File: config.mk
export PLATFORM = sky130hd
export DESIGN_NAME = decodeStage
export DESIGN_NICKNAME = d
export VERILOG_FILES = /design/src/hw/isaPkg.sv /design/src/hw/ctrlPkg.sv /design/src/hw/controlDecoder.sv /design/src/hw/aluControl.sv /design/src/hw/destPipe.sv /design/src/hw/regSlice.sv /design/src/hw/operandMux.sv /design/src/hw/decodeStage.sv
export SDC_FILE = /design/constraint.sdc
export NUM_CORES = 1
export LEC_CHECK = 0
export ABC_AREA = 1
export CAP_MARGIN = 40
export CORE_MARGIN = 5
export CORE_UTILIZATION = 40
export CTS_BUF_LIST = sky130_fd_sc_hd__clkbuf_16
export DETAILED_ROUTE_END_ITERATION = 8
export DONT_BUFFER_PORTS = 1
export HOLD_SLACK_MARGIN = 0.08
export PLACE_DENSITY = 0.6
export SETUP_SLACK_MARGIN = 0.05
export SYNTH_ARGS = -nofsm -noshare
export SYNTH_HDL_FRONTEND = slang
export SYNTH_SLANG_ARGS = --single-unit
File: constraint.sdc
create_clock -name clk -period 1.6 [get_ports clk]
set_input_delay 0.08 -clock clk [delete_from_list [all_inputs] [get_ports clk]]
set_output_delay 0.08 -clock clk [all_outputs]
set_load 0.005 [all_outputs]
File: src/hw/isaPkg.sv
// ISA definitions: opcodes, register index and the four instruction format views
package isaPkg;

    typedef logic [2:0] regIdxT;

    // Unlisted encodings are illegal
    typedef enum logic [4:0] {
        HALT  = 5'b00000,
        NOP   = 5'b00001,
        J     = 5'b00100,
        JR    = 5'b00101,
        ADDI  = 5'b01000,
        SUBI  = 5'b01001,
        XORI  = 5'b01010,
        ANDNI = 5'b01011,
        BEQZ  = 5'b01100,
        BNEZ  = 5'b01101,
        ST    = 5'b10000,
        LD    = 5'b10001,
        SLBI  = 5'b10010,
        LBI   = 5'b11000,
        RTYPE = 5'b11011
    } opcodeE;

    // Register to register
    typedef struct packed {
        opcodeE     opcode;
        regIdxT     rs;
        regIdxT     rt;
        regIdxT     rd;
        logic [1:0] func;
    } rFmtT;

    // Two registers and a 5-bit immediate
    typedef struct packed {
        opcodeE     opcode;
        regIdxT     rs;
        regIdxT     rd;
        logic [4:0] imm5;
    } i1FmtT;

    // One register and an 8-bit immediate
    typedef struct packed {
        opcodeE     opcode;
        regIdxT     rs;
        logic [7:0] imm8;
    } i2FmtT;

    // PC-relative jump
    typedef struct packed {
        opcodeE      opcode;
        logic [10:0] disp11;
    } jFmtT;

    typedef union packed {
        rFmtT  rFmt;
        i1FmtT i1Fmt;
        i2FmtT i2Fmt;
        jFmtT  jFmt;
    } instrU;

endpackage

File: src/hw/ctrlPkg.sv
// Decode output types: control levels, ALU command, operands and destination tags
package ctrlPkg;

    localparam int dataW = 16;

    typedef enum logic [1:0] {
        BR_NONE = 2'd0,
        BR_JUMP = 2'd1,
        BR_BEQZ = 2'd2,
        BR_BNEZ = 2'd3
    } branchKindE;

    // Order matches the RTYPE func encoding
    typedef enum logic [1:0] {
        ALU_ADD  = 2'd0,
        ALU_SUB  = 2'd1,
        ALU_XOR  = 2'd2,
        ALU_ANDN = 2'd3
    } aluClassE;

    // regSrc: 0 ALU, 1 memory, 2 link PC, 3 immediate
    // bSrc:   0 rt, 1 imm5, 2 imm8, 3 sImm11
    typedef struct packed {
        logic       halt;
        logic       memRead;
        logic       memWrite;
        logic       immSrc;
        logic       aluSign;
        logic       aluJmp;
        logic [1:0] regSrc;
        logic [1:0] bSrc;
        branchKindE branchKind;
        logic       nop;
    } decodeCtrlT;

    typedef struct packed {
        logic [3:0] oper;
        logic       invA;
        logic       invB;
        logic       cin;
    } aluCmdT;

    typedef struct packed {
        logic [dataW-1:0] rsData;
        logic [dataW-1:0] rtData;
        logic [dataW-1:0] imm5;
        logic [dataW-1:0] imm8;
        logic [dataW-1:0] sImm8;
        logic [dataW-1:0] sImm11;
    } operandsT;

    typedef struct packed {
        logic           wen;
        isaPkg::regIdxT idx;
    } destTagT;

endpackage

File: src/hw/controlDecoder.sv
// Control decoder: opcode to control levels, ALU class, destination tag and illegal flag
module controlDecoder (
    input  isaPkg::instrU       instr,
    input  logic                stall,
    output ctrlPkg::decodeCtrlT ctrl,
    output ctrlPkg::aluClassE   aluClass,
    output logic                zeroExt,
    output ctrlPkg::destTagT    destNext,
    output logic                illegal
);
    import isaPkg::*;
    import ctrlPkg::*;

    opcodeE opcode;

    // A stalled slot decodes exactly like a NOP
    assign opcode = stall ? NOP : instr.rFmt.opcode;

    always_comb begin
        ctrl     = '0;
        aluClass = ALU_ADD;
        zeroExt  = 1'b0;
        destNext = '0;
        illegal  = 1'b0;
        case (opcode)
            HALT: ctrl.halt = 1'b1;
            NOP:  ctrl.nop  = 1'b1;
            J: begin
                ctrl.branchKind = BR_JUMP;
                ctrl.aluJmp     = 1'b1;
                ctrl.regSrc     = 2'd2;
                ctrl.bSrc       = 2'd3;
                // Link register is r7
                destNext = '{wen: 1'b1, idx: 3'd7};
            end
            JR: begin
                ctrl.branchKind = BR_JUMP;
                ctrl.immSrc     = 1'b1;
                ctrl.bSrc       = 2'd2;
            end
            ADDI, SUBI, XORI, ANDNI: begin
                ctrl.immSrc = 1'b1;
                ctrl.bSrc   = 2'd1;
                destNext    = '{wen: 1'b1, idx: instr.i1Fmt.rd};
                case (opcode)
                    SUBI:    aluClass = ALU_SUB;
                    XORI:    aluClass = ALU_XOR;
                    ANDNI:   aluClass = ALU_ANDN;
                    default: aluClass = ALU_ADD;
                endcase
                // Logic ops take an unsigned immediate
                zeroExt      = (opcode == XORI) || (opcode == ANDNI);
                ctrl.aluSign = !zeroExt;
            end
            BEQZ, BNEZ: begin
                ctrl.branchKind = (opcode == BEQZ) ? BR_BEQZ : BR_BNEZ;
                ctrl.immSrc     = 1'b1;
                ctrl.bSrc       = 2'd2;
            end
            ST, LD: begin
                // Address is rs plus imm5
                ctrl.immSrc   = 1'b1;
                ctrl.bSrc     = 2'd1;
                ctrl.aluSign  = 1'b1;
                ctrl.memWrite = (opcode == ST);
                ctrl.memRead  = (opcode == LD);
                if (opcode == LD) begin
                    ctrl.regSrc = 2'd1;
                    destNext    = '{wen: 1'b1, idx: instr.i1Fmt.rd};
                end
            end
            SLBI, LBI: begin
                ctrl.immSrc = 1'b1;
                ctrl.bSrc   = 2'd2;
                ctrl.regSrc = 2'd3;
                zeroExt     = (opcode == SLBI);
                destNext    = '{wen: 1'b1, idx: instr.i2Fmt.rs};
            end
            RTYPE: begin
                ctrl.aluSign = 1'b1;
                destNext     = '{wen: 1'b1, idx: instr.rFmt.rd};
            end
            default: illegal = 1'b1;
        endcase
    end

endmodule

File: src/hw/aluControl.sv
// ALU control: maps the operation class or RTYPE func to oper and input inversion
module aluControl (
    input  ctrlPkg::aluClassE aluClass,
    input  logic [1:0]        func,
    input  logic              isRType,
    output ctrlPkg::aluCmdT   aluCmd
);
    import ctrlPkg::*;

    aluClassE effClass;

    // RTYPE func bits use the same encoding as the class enum
    assign effClass = isRType ? aluClassE'(func) : aluClass;

    always_comb begin
        aluCmd = '0;
        case (effClass)
            ALU_SUB: begin
                // b - a as ~a + b + 1
                aluCmd.invA = 1'b1;
                aluCmd.cin  = 1'b1;
            end
            ALU_XOR: aluCmd.oper = 4'd1;
            ALU_ANDN: begin
                aluCmd.oper = 4'd2;
                aluCmd.invB = 1'b1;
            end
            default: aluCmd.oper = 4'd0;
        endcase
    end

endmodule

File: src/hw/destPipe.sv
// Destination pipe: shifts write tags toward write-back, last stage drives the write strobe
module destPipe #(
    parameter int DEPTH = 3
) (
    input  logic             clk,
    input  logic             rstN,
    input  ctrlPkg::destTagT destNext,
    output ctrlPkg::destTagT pending1,
    output ctrlPkg::destTagT pending2,
    output ctrlPkg::destTagT writeDest
);
    import ctrlPkg::*;

    destTagT stages [DEPTH];

    always_ff @(posedge clk) begin
        if (!rstN) begin
            for (int i = 0; i < DEPTH; i++) begin
                stages[i] <= '0;
            end
        end else begin
            stages[0] <= destNext;
            for (int i = 1; i < DEPTH; i++) begin
                stages[i] <= stages[i-1];
            end
        end
    end

    // Taps seen by the hazard unit
    assign pending1  = stages[0];
    assign pending2  = stages[1];
    assign writeDest = stages[DEPTH-1];

endmodule

File: src/hw/regSlice.sv
// Register slice: one architectural register with write match and bypass hit detection
module regSlice #(
    parameter int IDX = 0
) (
    input  logic                      clk,
    input  logic                      rstN,
    input  ctrlPkg::destTagT          writeDest,
    input  logic [ctrlPkg::dataW-1:0] wbData,
    input  isaPkg::regIdxT            rsSel,
    input  isaPkg::regIdxT            rtSel,
    output logic [ctrlPkg::dataW-1:0] stored,
    output logic                      rsHit,
    output logic                      rtHit
);
    import isaPkg::*;

    logic wrMatch;

    assign wrMatch = writeDest.wen && (writeDest.idx == regIdxT'(IDX));

    always_ff @(posedge clk) begin
        if (!rstN) begin
            stored <= '0;
        end else if (wrMatch) begin
            stored <= wbData;
        end
    end

    // Being written this cycle, so the read must see wbData
    assign rsHit = wrMatch && (rsSel == regIdxT'(IDX));
    assign rtHit = wrMatch && (rtSel == regIdxT'(IDX));

endmodule

File: src/hw/operandMux.sv
// Operand mux: selects rs and rt from the register slices with write-back bypass
module operandMux #(
    parameter int NREGS = 8
) (
    input  isaPkg::regIdxT            rsSel,
    input  isaPkg::regIdxT            rtSel,
    input  logic [ctrlPkg::dataW-1:0] stored [NREGS],
    input  logic [NREGS-1:0]          rsHit,
    input  logic [NREGS-1:0]          rtHit,
    input  logic [ctrlPkg::dataW-1:0] wbData,
    output logic [ctrlPkg::dataW-1:0] rsData,
    output logic [ctrlPkg::dataW-1:0] rtData
);

    // At most one slice can hit per port, so any hit means bypass
    assign rsData = (|rsHit) ? wbData : stored[rsSel];
    assign rtData = (|rtHit) ? wbData : stored[rtSel];

endmodule

File: src/hw/decodeStage.sv
// Decode stage: control and ALU decode, register file with bypass, immediates and error merge
module decodeStage #(
    parameter int NREGS = 8
) (
    input  logic                      clk,
    input  logic                      rstN,
    input  isaPkg::instrU             instr,
    input  logic                      stall,
    input  logic                      fetchErr,
    input  logic [ctrlPkg::dataW-1:0] wbData,
    output ctrlPkg::decodeCtrlT       ctrl,
    output ctrlPkg::aluCmdT           aluCmd,
    output ctrlPkg::operandsT         operands,
    output ctrlPkg::destTagT          writeDest,
    output ctrlPkg::destTagT          pending1,
    output ctrlPkg::destTagT          pending2,
    output logic                      err
);
    import isaPkg::*;
    import ctrlPkg::*;

    // Write-back lands three stages after decode
    localparam int pipeDepth = 3;

    aluClassE         aluClass;
    logic             zeroExt;
    logic             zext5;
    logic             zext8;
    destTagT          destNext;
    logic             illegal;
    logic             isRType;
    logic [dataW-1:0] regWord [NREGS];
    logic [NREGS-1:0] rsHit;
    logic [NREGS-1:0] rtHit;
    logic [dataW-1:0] rsData;
    logic [dataW-1:0] rtData;

    controlDecoder ctrlDec (
        .instr   (instr),
        .stall   (stall),
        .ctrl    (ctrl),
        .aluClass(aluClass),
        .zeroExt (zeroExt),
        .destNext(destNext),
        .illegal (illegal)
    );

    // Stalled slots must not pick up func bits
    assign isRType = !stall && (instr.rFmt.opcode == RTYPE);

    aluControl aluCtl (
        .aluClass(aluClass),
        .func    (instr.rFmt.func),
        .isRType (isRType),
        .aluCmd  (aluCmd)
    );

    destPipe #(.DEPTH(pipeDepth)) dstPipe (
        .clk      (clk),
        .rstN     (rstN),
        .destNext (destNext),
        .pending1 (pending1),
        .pending2 (pending2),
        .writeDest(writeDest)
    );

    for (genvar i = 0; i < NREGS; i++) begin : gRegs
        regSlice #(.IDX(i)) slice (
            .clk      (clk),
            .rstN     (rstN),
            .writeDest(writeDest),
            .wbData   (wbData),
            .rsSel    (instr.rFmt.rs),
            .rtSel    (instr.rFmt.rt),
            .stored   (regWord[i]),
            .rsHit    (rsHit[i]),
            .rtHit    (rtHit[i])
        );
    end

    operandMux #(.NREGS(NREGS)) opMux (
        .rsSel (instr.rFmt.rs),
        .rtSel (instr.rFmt.rt),
        .stored(regWord),
        .rsHit (rsHit),
        .rtHit (rtHit),
        .wbData(wbData),
        .rsData(rsData),
        .rtData(rtData)
    );

    // SLBI zero-extends imm8
    assign zext8 = zeroExt && (instr.rFmt.opcode == SLBI);
    // XORI and ANDNI zero-extend imm5
    assign zext5 = zeroExt && !zext8;

    always_comb begin
        operands.rsData = rsData;
        operands.rtData = rtData;
        operands.imm5   = zext5 ? {{(dataW-5){1'b0}}, instr.i1Fmt.imm5}
                                : {{(dataW-5){instr.i1Fmt.imm5[4]}}, instr.i1Fmt.imm5};
        operands.sImm8  = {{(dataW-8){instr.i2Fmt.imm8[7]}}, instr.i2Fmt.imm8};
        operands.imm8   = zext8 ? {{(dataW-8){1'b0}}, instr.i2Fmt.imm8} : operands.sImm8;
        operands.sImm11 = {{(dataW-11){instr.jFmt.disp11[10]}}, instr.jFmt.disp11};
    end

    assign err = illegal | fetchErr;

endmodule

# After elaboration in Yosys (flattened, before gate mapping)

Memory sizes are Yosys's and may differ from the RTL's.
Index checks and enable logic that the tools add are counted.

Eq/ne operators: 40
Reductions and logical operators: 47
Bitwise operators: 6
Shifts and indexed selects: 0
Multipliers: 0
Add/sub/neg operators: 0
Multiplexer cells: 37
Div/mod/pow operators: 0
Magnitude comparators: 2

Operators by type and width:

| cell               | number |
|---|---|
| $mux 16            | 8 |
| $bmux 16 s3        | 2 |
| $eq 3x3->1 const B | 12 |
| $eq 5x5->1 const B | 7 |
| $eq 5x4->1 const B | 6 |
| $logic_and 1x1->1  | 27 |
| $pmux 4 s5         | 1 |
| $eq 3x2->1 const B | 6 |
| $pmux 2 s3         | 3 |
| $mux 4             | 4 |
| $reduce_or 8->1    | 2 |
| $reduce_or 15->1   | 1 |
| $mux 1             | 11 |
| $reduce_or 11->1   | 1 |
| $eq 5x3->1 const B | 2 |
| $eq 3x1->1 const B | 3 |
| $logic_not 3->1    | 3 |
| $ge 4x4->1 const B | 2 |
| $not 3->4          | 2 |
| $pmux 2 s2         | 2 |
| $reduce_or 2->1    | 4 |
| $mux 2             | 3 |
| $reduce_or 6->1    | 1 |
| $eq 5x1->1 const B | 1 |
| 11 further kinds   | 18 |

Bits in latches: 0
Memories: 1
Memory bits (writable): 12
Register bits after elaboration: 128
Output and inout bits: 129
ROM bits: 0

Memory list:

| name           | depth | bits a word | read ports | clocked after memory_dff | write ports | line           | text |
|---|---|---|---|---|---|---|---|
| dstPipe.stages | 3     | 4           | 3          | 0                        | 3           | destPipe.sv:14 | `destTagT stages [DEPTH];` |

# Longest topological paths before layout

Depth after elaboration: 8
Depth in mapped cells: 11
Depth with buffers taken out: 10

# Modules after synthesis

Synthesis repeated with hierarchy kept, for this count alone.

Cells, all modules: 1869
Area, all modules: 10859.2 µm²

By module, submodules not included:

| module                         | cells an instance | times used | area each (µm²) |
|---|---|---|---|
| operandMux                     | 740               | 1          | 3273.1 |
| regSlice at gRegs[1].slice ... | 114               | 3          | 780.7 |
| regSlice at gRegs[5].slice ... | 113               | 2          | 745.7 |
| regSlice at gRegs[3].slice     | 113               | 1          | 847.1 |
| regSlice at gRegs[0].slice     | 112               | 1          | 795.8 |
| regSlice at gRegs[7].slice     | 109               | 1          | 709.4 |
| decodeStage                    | 76                | 1          | 528.0 |
| controlDecoder                 | 89                | 1          | 421.7 |
| destPipe                       | 37                | 1          | 341.6 |
| aluControl                     | 25                | 1          | 108.9 |

# Worst setup path after synthesis

OpenSTA, ideal clock, no wires.

Path type: flip-flop to output port
Start point: memory dstPipe.stages[0][11] in the netlist's numbering
End point: output port operands[69] in the netlist's numbering
Arrival time: 1307 ps
Setup slack: 213 ps
Buffers on the path: 1
Stages on the path, launching flop included: 10
Cell sequence: dfxtp_1 > nand2_1 > nor2_2 > nand3_1 > nand2_1 > nor2_4 > nand2_2 > buf_6 > nand2_1 > nand2_1

RTL lines:

| what            | line              | text |
|---|---|---|
| start, declared | destPipe.sv:14    |  |
| end, declared   | decodeStage.sv:13 | `output ctrlPkg::operandsT operands,` |

==> run summary <==
Synth Flop Type: dfxtp_1
Initial core utilization: 40.6%
Root buffer cell: clkbuf_16
Antenna-violating nets left: 0
Layout fillers: 2236
Finish-stage setup viols: 32
Max Slew Vio Count: 0
Area contributors post-synth: dfxtp_1, nand2_1, nor2_1, o21ai_0, inv_1
Vias: 8967
Synth top cells by count: nand2_1, nor2_1, inv_1, o21ai_0, dfxtp_1
Max Root-Sink Buffers: 2
Worst skew pair latency: 0.43 ns
Core area: 0.0218 mm^2
Leak: 4.39 nW
Share of synthesized registers carrying an async set or reset: 0%
Post-detail-place hpwl: 19000 um
Hold_buf cts: 28
Hold Crit Class: in2reg
I/O pin total: 165
Post-Syn Instances: 1534
Met2 Use GR: 38.6%
Worst path slowest cell: dfxtp_4
Max Clock Skew: 0.00585 ns
Gr ovfl total: 0
Fmax: 531 MHz
Multi-input gate area: 0.00494 mm^2
Drt pass-1 iters: 7
Post-synth top area share: 31.7%
First-pass GRT wire length: 46100 um
RSZ-0062 raised after global routing: yes
Final setup TNS: -7.61 ns
Number of vias per cell: 5.06
Critical path fanouts, max: 5
Die ar.: 0.0252 mm^2
Vias in the first global route: 8186
Min Tclk post-route: 1.88 ns
DRT iter0 DRCs: 864
Initial antenna violation count: 2
Worst VDD drop: 0.579 mV
CTS H-tree depth: 4
Synth warnings: 0
Crit start category: register
Mapped Area: 0.00885 mm^2
Failing checks: hold timing, setup timing
EDFF count, synth: 0
Placement Setup Slack: 0.0804 ns
Area growth syn-to-layout: 14.8%
TritonCTS clock tree: built
Final worst-path setup slack: -0.283 ns
Routed Wire Length: 30200 um
Aggregate global-route resource usage: 22.9%
Top-count cell post-synth: nand2_1
#FFs+latches synth: 140
Worst setup path class: reg2out
Input/output buffers: 0
CP required: 1.52 ns
Reg area: 0.00282 mm^2
Power Total: 7.87 mW
Critical-path cell list: inv_2 -> nand2_4 -> nor2_4 -> nand3_2 -> nand2_2 -> nor2_4 -> buf_6 -> buf_12 -> nand3_2 -> nand2_2
Post-layout nets: 1514
Site Rows: 54
WL per Instance: 17.0 um
Netlist cell types: 23
Met3 Resource Use GR: 4.95%
Crit. End Element: primary output
Final cycle utilization of the critical path: 118%
Worst Path Arrival: 1.80 ns
GR peak layer: met2
Largest net degree at the start of global routing: 141
CTS sink count: 140
Cell type with the largest total area after synthesis: dfxtp_1
Syn avg cell area: 5.77 um^2
# DRC: 0
Status: finished, violations left
Met1 Resource Use GR: 28.7%
Clock buffer count from CTS: 17
P per Cell Area: 775 mW/mm^2
Die W: 159 um
DIE HEIGHT: 159 um
Final Hold Vio Count: 84
Layout cells sized above 1: 13.7%
CP max stage delay: 0.37 ns
GPL Wtd Cong: 0.898
Register area share after synthesis: 31.7%
Max_cap viols: 0
Worst-path clk slew: 0.06 ns
Worst hold slack: -0.215 ns
-- placed cells by master, fill, tap and decap left out, types with 6 or more instances in the layout --
| cell | n |
|---|---|
| o21ai_0 | 160 |
| nand4_1 | 8 |
| nand2_4 | 13 |
| buf_12 | 6 |
| dlygate4sd3_1 | 28 |
| nand3_1 | 32 |
| inv_1 | 159 |
| a21oi_1 | 113 |
| nand2_2 | 53 |
| nor2_1 | 342 |
| clkbuf_16 | 18 |
| buf_4 | 39 |
| inv_2 | 11 |
| nor2_4 | 12 |
| buf_6 | 6 |
| dfxtp_1 | 136 |
| nand2_1 | 300 |
| nand3_2 | 19 |
-- stage by stage --
stage / instance area [um^2] / util [%] / instances
6_report: 10200 / 46.6 / 1773
5_1_grt: 10200 / 46.6 / 1772
4_1_cts: 9810 / 44.9 / 1763
3_5_place_dp: 8660 / 39.7 / 1698
3_3_place_gp: 8660 / 39.7 / 1698
2_1_floorplan: 8860 / - / 1535
-- path summary, 6_finish.rpt --
check             cells past startpoint  slack (ns)                        end                 startpoint
setup / recovery                     10       -0.28               operands[73]      dstPipe.stages[0][10]
hold / removal                        2       -0.22   gRegs[5].slice.stored[0]                       rstN
setup reg to reg                      7        0.20   gRegs[4].slice.stored[5]      dstPipe.stages[0][11]
hold reg to reg                       2        0.46  gRegs[4].slice.stored[14]  gRegs[4].slice.stored[14]
-- sequential cells by signal, indices dropped and copies added, names as in the netlist --
signal              cells
gRegs.slice.stored    128
dstPipe.stages         12
-- timing repair --
item,in CTS,in global routing
buffers inserted,4,6
cloned,2,2
pin swaps,15,26
gates resized for setup,68,74
endpoints found under the setup margin,32,32
hold endpoints to repair,140,128
-- power breakdown --
group / internal [mW] / switching, mW
registers: 3.50 / 0.00966
logic: 0.158 / 0.380
clock network: 2.26 / 1.57
-- cell families (layout without fill, tap and decap cells) --
group                  count (synthesis)  after routing  share of synthesized area (%)
AO/OA/AOI/OAI                        277            277                           15.7
buffers and inverters                331            285                           17.4
flip-flops                           140            140                           31.7
other                                  1              5                         0.0424
AND/OR/NAND/NOR                      785            786                           35.2
-- metal layers --
layer  vias up  share of wire (%)
met3        49                6.0
met4         0                2.5
met5         -                  0
met1      4092                 43
li1       4545                  -
met2       281                 49
-- worst max-delay path: cells and delay by family (launching register included) --
kind | cells | cell delay (ns)
buffers and inverters | 3 | 0.35
and+or+nand+nor | 7 | 0.66
DFF | 1 | 0.37
-- final cells by class --
class / instances / area share (%)
Inverter: 171 / 6.37
Antenna cell: 3 / 0.0739
Tap cell: 280 / 3.45
Sequential cell: 140 / 27.7
Multi-Input combinational cell: 1065 / 48.6
Timing Repair Buffer: 83 / 8.30
Clock buffer: 17 / 4.19
Clock inverter: 14 / 1.29
Note: power is estimated with default switching activity, not from simulation.
